## config.mk

```make
export PLATFORM = sky130hd
export DESIGN_NAME = video_top
export DESIGN_NICKNAME = d
export VERILOG_FILES = /design/src/xv_pkg.sv /design/src/bus_regs.sv /design/src/intr_ctrl.sv /design/src/palette_out.sv /design/src/video_regs.sv /design/src/video_timing.sv /design/src/video_top.sv
export SDC_FILE = /design/constraint.sdc
export NUM_CORES = 2
export LEC_CHECK = 0
export ABC_AREA = 1
export BUFFER_PORTS_ARGS = -buffer_cell sky130_fd_sc_hd__buf_2
export CAP_MARGIN = 30
export CORE_MARGIN = 8
export CORE_UTILIZATION = 35
export DETAILED_ROUTE_END_ITERATION = 12
export MAX_ROUTING_LAYER = met4
export PLACE_DENSITY_LB_ADDON = 0.12
export REMOVE_ABC_BUFFERS = 1
export SYNTH_ARGS = -nofsm -noshare
export SYNTH_HDL_FRONTEND = slang
export SYNTH_HIERARCHICAL = 1
export SYNTH_SLANG_ARGS = --single-unit
```

## constraint.sdc

```tcl
create_clock -name clk -period 9.2 [get_ports clk]
set_input_delay 0.46 -clock clk [delete_from_list [all_inputs] [get_ports clk]]
set_output_delay 0.46 -clock clk [all_outputs]
set_load 0.005 [all_outputs]
```

## src/xv_pkg.sv

```systemverilog
// shared widths and codes for the video controller; xr addresses are 16-bit words
package xv_pkg;

    typedef logic [15:0] word_t;         // xr data word and xr address
    typedef logic [7:0]  color_idx_t;    // palette index
    typedef logic [11:0] rgb_t;          // 4:4:4, red in the top nibble
    typedef logic [3:0]  intr_t;         // one bit per interrupt source

    localparam int COLOR_AWIDTH = 8;     // 256 palette entries

    // bus register numbers
    localparam logic [3:0] REG_XR_ADDR    = 4'd0;
    localparam logic [3:0] REG_XR_DATA    = 4'd1;
    localparam logic [3:0] REG_INTR_CTRL  = 4'd2;   // mask write, mask and status read
    localparam logic [3:0] REG_INTR_CLEAR = 4'd3;   // write 1s to drop pending bits

    // addr[13:12] region code, only meaningful with addr[15] set
    localparam logic [1:0] XR_COLOR_REGION = 2'b00;

    // video registers, addr[4:0] with addr[15] clear
    localparam logic [4:0] VR_PIX_BASE    = 5'd0;
    localparam logic [4:0] VR_INTR_LINE   = 5'd1;
    localparam logic [4:0] VR_INTR_SIGNAL = 5'd2;  // write-only strobe, reads as 0

    // timing interrupt positions
    // bits 2 and 3 come from cpu writes to VR_INTR_SIGNAL
    localparam int INTR_LINE_BIT  = 0;
    localparam int INTR_VSYNC_BIT = 1;

endpackage
```

## src/bus_regs.sv

```systemverilog
// cpu accesses must be spaced three or more clocks apart and the xr address increments only after data writes
module bus_regs(
    input  logic          clk,
    input  logic          reset_i,
    input  logic          bus_cs_n_i,      // select strobe, active low
    input  logic          bus_rd_nwr_i,    // 1 = read, 0 = write
    input  logic [3:0]    bus_reg_num_i,
    input  logic          bus_bytesel_i,   // 0 = even (high) byte
    input  logic [7:0]    bus_data_i,
    output logic [7:0]    bus_data_o,
    input  xv_pkg::word_t xr_rd_data_i,    // video reg at current xr addr
    input  xv_pkg::intr_t intr_status_i,
    output logic          xr_wr_o,         // one clock write strobe
    output xv_pkg::word_t xr_addr_o,
    output xv_pkg::word_t xr_data_o,
    output xv_pkg::intr_t intr_mask_o,
    output xv_pkg::intr_t intr_clear_o     // one clock clear pulse
);

logic          cs_n_q;      // last select sample
logic          cs_edge;     // first low sample after high
logic          acc_q;       // access detected last clock
logic          rd_q;        // sampled bus fields
logic [3:0]    reg_q;
logic          byte_q;
logic [7:0]    data_q;
logic [7:0]    hold_hi;     // even byte parks here until the odd byte
logic          rd_pend;     // read word captured, byte goes out next
xv_pkg::word_t rd_word;
xv_pkg::word_t wr_word;

assign cs_edge = cs_n_q & ~bus_cs_n_i;
assign wr_word = {hold_hi, data_q};     // full word on odd byte write

// bus inputs taken on the detecting clock
always_ff @(posedge clk) begin
    if (cs_edge) begin
        rd_q   <= bus_rd_nwr_i;
        reg_q  <= bus_reg_num_i;
        byte_q <= bus_bytesel_i;
        data_q <= bus_data_i;
    end
    if (acc_q && !rd_q && byte_q) begin
        xr_data_o <= wr_word;           // only used when xr_wr_o follows
    end
    if (acc_q && rd_q) begin
        case (reg_q)
            xv_pkg::REG_XR_ADDR:    rd_word <= xr_addr_o;
            xv_pkg::REG_XR_DATA:    rd_word <= xr_rd_data_i;
            xv_pkg::REG_INTR_CTRL:  rd_word <= {4'h0, intr_mask_o, 4'h0, intr_status_i};
            xv_pkg::REG_INTR_CLEAR: rd_word <= {12'h000, intr_status_i};
            default:                rd_word <= '0;
        endcase
    end
end

always_ff @(posedge clk) begin
    if (reset_i) begin
        cs_n_q       <= 1'b1;       // no false edge out of reset
        acc_q        <= 1'b0;
        rd_pend      <= 1'b0;
        hold_hi      <= 8'h00;
        xr_wr_o      <= 1'b0;
        xr_addr_o    <= '0;
        intr_mask_o  <= '0;
        intr_clear_o <= '0;
        bus_data_o   <= 8'h00;
    end else begin
        cs_n_q       <= bus_cs_n_i;
        acc_q        <= cs_edge;
        rd_pend      <= acc_q & rd_q;
        xr_wr_o      <= 1'b0;           // strobes default low
        intr_clear_o <= '0;
        if (xr_wr_o) begin
            xr_addr_o <= xr_addr_o + 16'd1;     // step past the word just written
        end
        if (acc_q && !rd_q) begin
            if (!byte_q) begin
                hold_hi <= data_q;
            end else begin
                case (reg_q)
                    xv_pkg::REG_XR_ADDR:    xr_addr_o    <= wr_word;
                    xv_pkg::REG_XR_DATA:    xr_wr_o      <= 1'b1;
                    xv_pkg::REG_INTR_CTRL:  intr_mask_o  <= wr_word[3:0];
                    xv_pkg::REG_INTR_CLEAR: intr_clear_o <= wr_word[3:0];
                    default: ;
                endcase
            end
        end
        if (rd_pend) begin
            bus_data_o <= byte_q ? rd_word[7:0] : rd_word[15:8];   // held until next read
        end
    end
end

endmodule

```

## src/intr_ctrl.sv

```systemverilog
// status records every source regardless of mask and the cpu pulse fires only on newly pending bits
module intr_ctrl(
    input  logic          clk,
    input  logic          reset_i,
    input  xv_pkg::intr_t intr_signal_i,   // one clock pulses per source
    input  xv_pkg::intr_t intr_mask_i,     // 1 = enabled
    input  xv_pkg::intr_t intr_clear_i,    // one clock clear pulses
    output xv_pkg::intr_t intr_status_o,   // pending bits
    output logic          bus_intr_o       // cpu strobe
);

xv_pkg::intr_t fresh;   // masked-in and not yet pending

assign fresh = intr_signal_i & intr_mask_i & ~intr_status_o;

always_ff @(posedge clk) begin
    if (reset_i) begin
        intr_status_o <= '0;
        bus_intr_o    <= 1'b0;
    end else begin
        bus_intr_o    <= |fresh;
        // clear beats a same-clock signal
        intr_status_o <= (intr_status_o | intr_signal_i) & ~intr_clear_i;
    end
end

endmodule

```

## src/palette_out.sv

```systemverilog
// palette is write-only from the xr bus and its contents are undefined until loaded
module palette_out(
    input  logic               clk,
    input  logic               reset_i,
    input  logic               xr_wr_i,
    input  xv_pkg::word_t      xr_addr_i,
    input  xv_pkg::word_t      xr_data_i,
    input  xv_pkg::color_idx_t color_idx_i,
    input  logic               hsync_i,
    input  logic               vsync_i,
    input  logic               de_i,
    output logic [3:0]         red_o,
    output logic [3:0]         green_o,
    output logic [3:0]         blue_o,
    output logic               hsync_o,
    output logic               vsync_o,
    output logic               dv_de_o
);

localparam int DEPTH = 2 ** xv_pkg::COLOR_AWIDTH;

xv_pkg::word_t pal_mem [DEPTH];
xv_pkg::word_t pal_q;           // lookup, one clock behind the index
xv_pkg::rgb_t  rgb;
logic          pal_we;

// color region decode
assign pal_we = xr_wr_i && xr_addr_i[15] && (xr_addr_i[13:12] == xv_pkg::XR_COLOR_REGION);

always_ff @(posedge clk) begin
    if (pal_we) begin
        pal_mem[xr_addr_i[xv_pkg::COLOR_AWIDTH-1:0]] <= xr_data_i;
    end
    pal_q <= pal_mem[color_idx_i];   // sync read
end

// syncs follow the ram latency
always_ff @(posedge clk) begin
    if (reset_i) begin
        hsync_o <= 1'b0;
        vsync_o <= 1'b0;
        dv_de_o <= 1'b0;
    end else begin
        hsync_o <= hsync_i;
        vsync_o <= vsync_i;
        dv_de_o <= de_i;
    end
end

assign rgb     = dv_de_o ? pal_q[11:0] : '0;  // black in blanking
assign red_o   = rgb[11:8];
assign green_o = rgb[7:4];
assign blue_o  = rgb[3:0];

endmodule

```

## src/video_regs.sv

```systemverilog
// only xr addresses with bit 15 clear land here and unknown register numbers read as zero
module video_regs(
    input  logic               clk,
    input  logic               reset_i,
    input  logic               xr_wr_i,
    input  xv_pkg::word_t      xr_addr_i,
    input  xv_pkg::word_t      xr_data_i,
    output xv_pkg::word_t      xr_rd_data_o,   // combinational from xr_addr_i
    output xv_pkg::color_idx_t pix_base_o,     // added to h count for the index
    output logic [7:0]         intr_line_o,    // line that raises the line interrupt
    output xv_pkg::intr_t      cpu_intr_o      // bits 3:2 only, one clock
);

logic vr_wr;

assign vr_wr = xr_wr_i && !xr_addr_i[15];

always_ff @(posedge clk) begin
    if (reset_i) begin
        pix_base_o  <= '0;
        intr_line_o <= 8'h00;
        cpu_intr_o  <= '0;
    end else begin
        cpu_intr_o <= '0;
        if (vr_wr) begin
            case (xr_addr_i[4:0])
                xv_pkg::VR_PIX_BASE:    pix_base_o  <= xr_data_i[7:0];
                xv_pkg::VR_INTR_LINE:   intr_line_o <= xr_data_i[7:0];
                xv_pkg::VR_INTR_SIGNAL: cpu_intr_o  <= {xr_data_i[3:2], 2'b00};  // nothing stored
                default: ;
            endcase
        end
    end
end

// read-back mux
always_comb begin
    xr_rd_data_o = '0;
    if (!xr_addr_i[15]) begin
        case (xr_addr_i[4:0])
            xv_pkg::VR_PIX_BASE:  xr_rd_data_o = {8'h00, pix_base_o};
            xv_pkg::VR_INTR_LINE: xr_rd_data_o = {8'h00, intr_line_o};
            default:              xr_rd_data_o = '0;   // signal reg reads as zero
        endcase
    end
end

endmodule

```

## src/video_timing.sv

```systemverilog
// counters are 11 bits so each total must stay below 2048 and syncs are active high
module video_timing #(
    parameter int H_VISIBLE = 16,
    parameter int H_FRONT   = 4,
    parameter int H_SYNC    = 4,
    parameter int H_BACK    = 4,
    parameter int V_VISIBLE = 8,
    parameter int V_FRONT   = 2,
    parameter int V_SYNC    = 2,
    parameter int V_BACK    = 2
) (
    input  logic               clk,
    input  logic               reset_i,
    input  xv_pkg::color_idx_t pix_base_i,
    input  logic [7:0]         intr_line_i,
    output logic               hsync_o,
    output logic               vsync_o,
    output logic               de_o,          // display enable
    output xv_pkg::color_idx_t color_idx_o,   // base plus h wrapping at 256
    output xv_pkg::intr_t      timing_intr_o  // line and vsync pulses
);

localparam int H_TOTAL      = H_VISIBLE + H_FRONT + H_SYNC + H_BACK;
localparam int V_TOTAL      = V_VISIBLE + V_FRONT + V_SYNC + V_BACK;
localparam int H_SYNC_START = H_VISIBLE + H_FRONT;
localparam int V_SYNC_START = V_VISIBLE + V_FRONT;

logic [10:0] h_cnt;
logic [10:0] v_cnt;
logic        h_end;     // last clock of the line

assign h_end = (h_cnt == 11'(H_TOTAL - 1));

// index registered beside de_o
always_ff @(posedge clk) begin
    color_idx_o <= pix_base_i + h_cnt[7:0];
end

always_ff @(posedge clk) begin
    if (reset_i) begin
        h_cnt         <= '0;
        v_cnt         <= '0;
        hsync_o       <= 1'b0;
        vsync_o       <= 1'b0;
        de_o          <= 1'b0;
        timing_intr_o <= '0;
    end else begin
        hsync_o <= (h_cnt >= 11'(H_SYNC_START)) && (h_cnt < 11'(H_SYNC_START + H_SYNC));
        vsync_o <= (v_cnt >= 11'(V_SYNC_START)) && (v_cnt < 11'(V_SYNC_START + V_SYNC));
        de_o    <= (h_cnt < 11'(H_VISIBLE)) && (v_cnt < 11'(V_VISIBLE));
        timing_intr_o <= '0;
        timing_intr_o[xv_pkg::INTR_LINE_BIT]  <= (h_cnt == '0) && (v_cnt == {3'b000, intr_line_i});
        timing_intr_o[xv_pkg::INTR_VSYNC_BIT] <= (h_cnt == '0) && (v_cnt == 11'(V_SYNC_START));
        // visible, front, sync, back then wrap
        if (h_end) begin
            h_cnt <= '0;
            v_cnt <= (v_cnt == 11'(V_TOTAL - 1)) ? '0 : v_cnt + 11'd1;
        end else begin
            h_cnt <= h_cnt + 11'd1;
        end
    end
end

endmodule

```

## src/video_top.sv

```systemverilog
// pins lag the timing generator by one clock and palette reads are not reachable from the bus
module video_top #(
    parameter int H_VISIBLE = 16,
    parameter int H_FRONT   = 4,
    parameter int H_SYNC    = 4,
    parameter int H_BACK    = 4,
    parameter int V_VISIBLE = 8,
    parameter int V_FRONT   = 2,
    parameter int V_SYNC    = 2,
    parameter int V_BACK    = 2
) (
    input  logic       clk,
    input  logic       reset_i,
    input  logic       bus_cs_n_i,      // bus pins
    input  logic       bus_rd_nwr_i,
    input  logic [3:0] bus_reg_num_i,
    input  logic       bus_bytesel_i,
    input  logic [7:0] bus_data_i,
    output logic [7:0] bus_data_o,
    output logic       bus_intr_o,
    output logic [3:0] red_o,
    output logic [3:0] green_o,
    output logic [3:0] blue_o,
    output logic       hsync_o,
    output logic       vsync_o,
    output logic       dv_de_o
);

logic               xr_wr;           // xr write path, single master
xv_pkg::word_t      xr_addr;
xv_pkg::word_t      xr_data;
xv_pkg::word_t      xr_rd_data;
xv_pkg::intr_t      intr_mask;
xv_pkg::intr_t      intr_clear;
xv_pkg::intr_t      intr_status;
xv_pkg::intr_t      intr_signal;     // merged sources
xv_pkg::intr_t      timing_intr;
xv_pkg::intr_t      cpu_intr;
xv_pkg::color_idx_t pix_base;
logic [7:0]         intr_line;
xv_pkg::color_idx_t color_idx;
logic               hsync;           // raw timing, before palette stage
logic               vsync;
logic               de;

assign intr_signal = timing_intr | cpu_intr;   // disjoint bits

bus_regs regs_i(
    .clk(clk), .reset_i(reset_i),
    .bus_cs_n_i(bus_cs_n_i), .bus_rd_nwr_i(bus_rd_nwr_i), .bus_reg_num_i(bus_reg_num_i),
    .bus_bytesel_i(bus_bytesel_i), .bus_data_i(bus_data_i), .bus_data_o(bus_data_o),
    .xr_rd_data_i(xr_rd_data), .intr_status_i(intr_status),
    .xr_wr_o(xr_wr), .xr_addr_o(xr_addr), .xr_data_o(xr_data),
    .intr_mask_o(intr_mask), .intr_clear_o(intr_clear)
);

video_regs vregs_i(
    .clk(clk), .reset_i(reset_i),
    .xr_wr_i(xr_wr), .xr_addr_i(xr_addr), .xr_data_i(xr_data), .xr_rd_data_o(xr_rd_data),
    .pix_base_o(pix_base), .intr_line_o(intr_line), .cpu_intr_o(cpu_intr)
);

video_timing #(
    .H_VISIBLE(H_VISIBLE), .H_FRONT(H_FRONT), .H_SYNC(H_SYNC), .H_BACK(H_BACK),
    .V_VISIBLE(V_VISIBLE), .V_FRONT(V_FRONT), .V_SYNC(V_SYNC), .V_BACK(V_BACK)
) timing_i(
    .clk(clk), .reset_i(reset_i),
    .pix_base_i(pix_base), .intr_line_i(intr_line),
    .hsync_o(hsync), .vsync_o(vsync), .de_o(de),
    .color_idx_o(color_idx), .timing_intr_o(timing_intr)
);

palette_out palette_i(
    .clk(clk), .reset_i(reset_i),
    .xr_wr_i(xr_wr), .xr_addr_i(xr_addr), .xr_data_i(xr_data),
    .color_idx_i(color_idx), .hsync_i(hsync), .vsync_i(vsync), .de_i(de),
    .red_o(red_o), .green_o(green_o), .blue_o(blue_o),
    .hsync_o(hsync_o), .vsync_o(vsync_o), .dv_de_o(dv_de_o)
);

intr_ctrl intr_i(
    .clk(clk), .reset_i(reset_i),
    .intr_signal_i(intr_signal), .intr_mask_i(intr_mask), .intr_clear_i(intr_clear),
    .intr_status_o(intr_status), .bus_intr_o(bus_intr_o)
);

endmodule

```

# Word-level counts from Yosys, hierarchy flattened
# Memory sizes are Yosys's and may differ from the RTL's. A register that Yosys moved wholly into a read port is not among the register bits.
# Index checks and enable logic that the tools add are counted.
dict set report classes {
  addsub 4
  n_eq_ne 9
  mux 13
  order_cmp 6
  n_bitwise 15
  reduce_logical 27
}
# cell n
set ops {}
lappend ops {{2-to-1 mux 16 bit} 5}
lappend ops {{case mux 16 bit (4 select lines)} 1}
lappend ops {{adder 11 x 1 -> 11 bit (second input constant)} 2}
lappend ops {{equality test 11 x 4 -> 1 bit (second input constant)} 2}
lappend ops {{less-than comparator 11 x 4 -> 1 bit (second input constant)} 2}
lappend ops {{less-than comparator 11 x 5 -> 1 bit (second input constant)} 2}
lappend ops {{adder 16 x 1 -> 16 bit (second input constant)} 1}
lappend ops {{case mux 8 bit (2 select lines)} 1}
lappend ops {{bitwise AND 4 bit} 3}
lappend ops {{2-to-1 mux 12 bit} 1}
lappend ops {{equality test 11 x 5 -> 1 bit (second input constant)} 1}
lappend ops {{equality test 11 x 8 -> 1 bit} 1}
lappend ops {{greater-or-equal comparator 11 x 4 -> 1 bit (second input constant)} 1}
lappend ops {{greater-or-equal comparator 11 x 5 -> 1 bit (second input constant)} 1}
lappend ops {{logical AND 1 bit} 11}
lappend ops {{zero test 11 bit} 1}
lappend ops {{2-to-1 mux 11 bit} 1}
lappend ops {{adder 8 bit} 1}
lappend ops {{equality test 4 x 2 -> 1 bit (second input constant)} 2}
lappend ops {{2-to-1 mux 8 bit} 1}
lappend ops {{NOT 4 bit} 2}
lappend ops {{OR 4 bit} 2}
lappend ops {{OR reduction 4 bit} 2}
lappend ops {{NOT 1 bit} 6}
lappend ops {{other kinds (13)} 21}
dict set report word_totals {
  ram_bits 4096
  elab_cells 107
  out_inout_bits 24
  register_bits 155
  inputBits 17
  mem_count 1
}
# memory depth width rd rd_clocked_by_memory_dff wr line_no
set mem_list {}
lappend mem_list {palette_i.pal_mem 256 16 1 1 1 palette_out.sv:22} ;# xv_pkg::word_t pal_mem [DEPTH];

# Depth between registers and ports, before layout
dict set report logic_depth {
  depth_word 5
  depth_mapped 15
  depth_no_buf 11
}

# Cells and area by module
# Netlist, hierarchy kept.
# module instances area_per_inst_um2 cells_each seq_area_each_um2
set modules_own_cells {}
lappend modules_own_cells {palette_out 1 125222.6 10346 92548.8}
lappend modules_own_cells {bus_regs 1 3727.3 387 2262.2}
lappend modules_own_cells {video_timing 1 2028.2 284 700.7}
lappend modules_own_cells {video_regs 1 1041.0 153 360.3}
lappend modules_own_cells {intr_ctrl 1 190.2 25 100.1}
lappend modules_own_cells {video_top 1 45.0 12 0.0}

# Least setup slack after synthesis
# Ideal clock, no wire load.
dict set report synth_timing {
  path_type {register -> register}
  start {register regs_i.xr_data_o[2]}
  end {memory palette_i/pal_mem[0][2] in the netlist's numbering, data pin}
  setup_ps 824
  stages_incl_launch_ff 1
  t_required_ps 8376
  slack_ps 5119
  synth_period_minus_slack_ps 4081
  n_path_buf 0
  arrival_time_ps 3258
  cell_sequence {edfxtp_1}
}
# element line_no
set synth_rtl {}
lappend synth_rtl {{start, declared} bus_regs.sv:15} ;# output xv_pkg::word_t xr_data_o,
lappend synth_rtl {{start signal, assigned} bus_regs.sv:44} ;# xr_data_o <= wr_word;
lappend synth_rtl {{end, declared} palette_out.sv:22}
# Straight into the memory's write port.

==> run summary <==
FF-to-FF End - palette_i/pal_q[4]
Critical Path Fanout Max - 155
Synth Warn # - 6
Status - finished, violations left
Highest routed metal layer - met4
Row cnt - 225
Post-CTS Resized - 0
Initial Util - 35.2%
Worst skew pair latency - 0.95 ns
Final setup skew - 0.0394 ns
CTS Buf Count - 362
Endpoints failing setup - 0
Core area - 376000 sq um
Utilization after layout - 39.8%
Routed Antenna Nets - 0
1st-iter DRT viols - 8507
Syn Inst Count - 11203
Final Hold Slack - 0.232 ns
Failing checks - slew limit
WL/cell - 25.5 microns
Crit path largest cell delay - 0.93 ns
Routed wire length - 421000 microns
Worst-Margin Slew - 1.57 ns
Post-CTS Setup Bufs - 0
Tcrit/Tclk final - 53.0%
Mean Syn Cell Area - 11.8 sq um
Slew Viols, Final - 57
Power Density - 215 nW/um^2
F_max - 205 MHz
Clock Root Buffer - clkbuf_16
WL met2 - 203000 microns
Final-layout fill cell count - 35663
Largest net degree at the start of global routing - 246
Port-buffer cells - 40
Vias/cell - 5.23
Hold Path Cell Cnt - 2
Worst Path Arrival - 5.77 ns
GRT Util Overall - 21.0%
TritonRoute pass-1 iters - 6
Shortest clock period the worst path allows after layout - 4.88 ns
DR DRC count - 0
Vias in the first global route - 83269
RePlAce Congestion - 0.804
Wire length on met3 - 20700 microns
RSZ-0062 raised after global routing - false
Max VDD drop - 0.000149 V
Slowest library cell on the worst path - dfxtp_4
Area growth, synth to finish - 13.1%
Startpoint types - register
Die X - 630 microns
DP Area - 138000 sq um
Top Ports - 41
Die Height - 630 microns
Detailed Place HPWL - 230000 microns
RR Startpoint - timing_i/color_idx_o[0]
Clk buf depth - 4
Met1 wire length - 185000 microns
FF-to-FF path depth - 13
R2r setup slk - 4.32 ns
Vias after detailed routing - 86534
Synthesized area - 132000 sq um
Leak Pwr - 52.0 nW
CTS tree - done
Fin nets - 11291
Reg clk slew, reported paths - 0.06 ns
Hold/Removal Path Class - input pin to register
Critical Path RT - 10.09 ns
Critical path class - register to register
Final hold vios - 0
Wire length of the first global-routing pass - 609000 microns
Most common cell type on the critical path - nand3_1
Full die area - 397000 sq um
Fin area - 149000 sq um
Total gr overflow - 0
Relative slew slack - -4.67%
TritonCTS Sinks - 3231
Worst setup EP type - register
Worst Hold End - regs_i/reg_q[0]
Share of layout cells above drive strength 1 - 8.72%
Initial antenna violation count - 15
H-tree levels - 5
CP Cell Sequence - buf_12, buf_4, buf_4, nand2_1, nand3_1, nand3_1, nand3_1, nand3_1, nand3_1, nand3_1, nand2_1, nand2_1, nand2_1
Beginning of the worst hold path - bus_reg_num_i[0]
Max Cap Violations - 0
registers in the layout, indices dropped and copies added, names as in the netlist, 11 cells and up:
register,cells
regs_i/xr_data_o,12
palette_i/pal_q,12
timing_i/v_cnt,11
palette_i/pal_mem,3072
regs_i/xr_addr_o,16
regs_i/rd_word,16
timing_i/h_cnt,11
where the power goes:
group | switching (W) | internal, W | leakage [nW]
registers | 0.0000553 | 0.0160 | 28.9
clock network | 0.00596 | 0.00807 | 5.54
logic | 0.00150 | 0.000528 | 17.5
cell usage in the layout (no fill, tap or decap), types with 6 or more instances in the layout:
master,instances
dfxtp_1,111
nand2_4,15
clkinv_8,9
inv_1,168
buf_2,40
nand3b_1,7
buf_4,281
o21ai_1,6
bufinv_16,22
clkbuf_16,370
nand4_1,21
clkinv_2,60
nand2_2,13
o21ai_0,27
dlygate4sd3_1,16
nor2_4,9
xnor2_1,6
buf_6,41
a21oi_1,49
clkinvlp_4,7
clkbuf_8,9
buf_16,12
conb_1,12
nand2_1,3343
nor2_1,343
o211ai_1,12
diode_2,12
xor2_1,10
ha_1,13
buf_12,26
edfxtp_1,3114
nor3_1,12
buf_8,9
clkbuf_1,91
clkinv_1,79
nor2_2,42
nand3_1,3092
through the flow:
| step | TNS (ns) | instances | worst slack, ns | power (W) |
|---|---|---|---|---|
| 2_1_floorplan | -741.55 | 10471 | -61.82 | 0.0184 |
| 3_3_place_gp | 0 | 15789 | 4.25 | 0.0184 |
| 3_5_place_dp | 0 | 15871 | 4.26 | 0.0184 |
| 4_1_cts | 0 | 16545 | 4.26 | 0.0325 |
| 5_1_grt | 0 | 16554 | 4.06 | 0.0331 |
| 6_report | 0 | 16560 | 4.32 | 0.0321 |
final cells by class:
type	count	area (sq um)	share of cell area [%]
multi-input cells	7060	31300	20.9
clock inverters	187	1610	1.08
diodes	12	30.0	0.0201
flip-flops and latches	3231	95900	64.2
clock buffers	471	9730	6.51
repair buffers	425	3920	2.62
inverters	180	733	0.491
well taps	4994	6250	4.18
routing by layer:
| layer | track usage (%) | vias up |
|---|---|---|
| met5 | - | - |
| met4 | 5.68 | 0 |
| met3 | 2.27 | 556 |
| met2 | 34.3 | 2542 |
| met1 | 28.2 | 43685 |
| li1 | - | 39751 |
worst max path at each step:
stage	startpoint	endpoint	cells past startpoint
after detailed placement	timing_i/color_idx_o[0]	palette_i/pal_q[1]	13
after global routing	timing_i/color_idx_o[0]	palette_i/pal_q[4]	13
after floorplan	timing_i/color_idx_o[0]	palette_i/pal_q[4]	11
final	timing_i/color_idx_o[0]	palette_i/pal_q[4]	13
after CTS	timing_i/color_idx_o[0]	palette_i/pal_q[1]	13
after global placement	timing_i/color_idx_o[0]	palette_i/pal_q[1]	13
what timing repair did:
action,CTS,global route
setup endpoints to repair,0,0
endpoints found under the hold margin,31,0
hold buffers,16,0
critical path: cells and delay by family (launching register included):
kind / cells / cell delay, ns
simple gates: 10 / 1.54
flops: 1 / 0.93
buf+inv: 3 / 2.07
(Power assumes the default switching activity.)
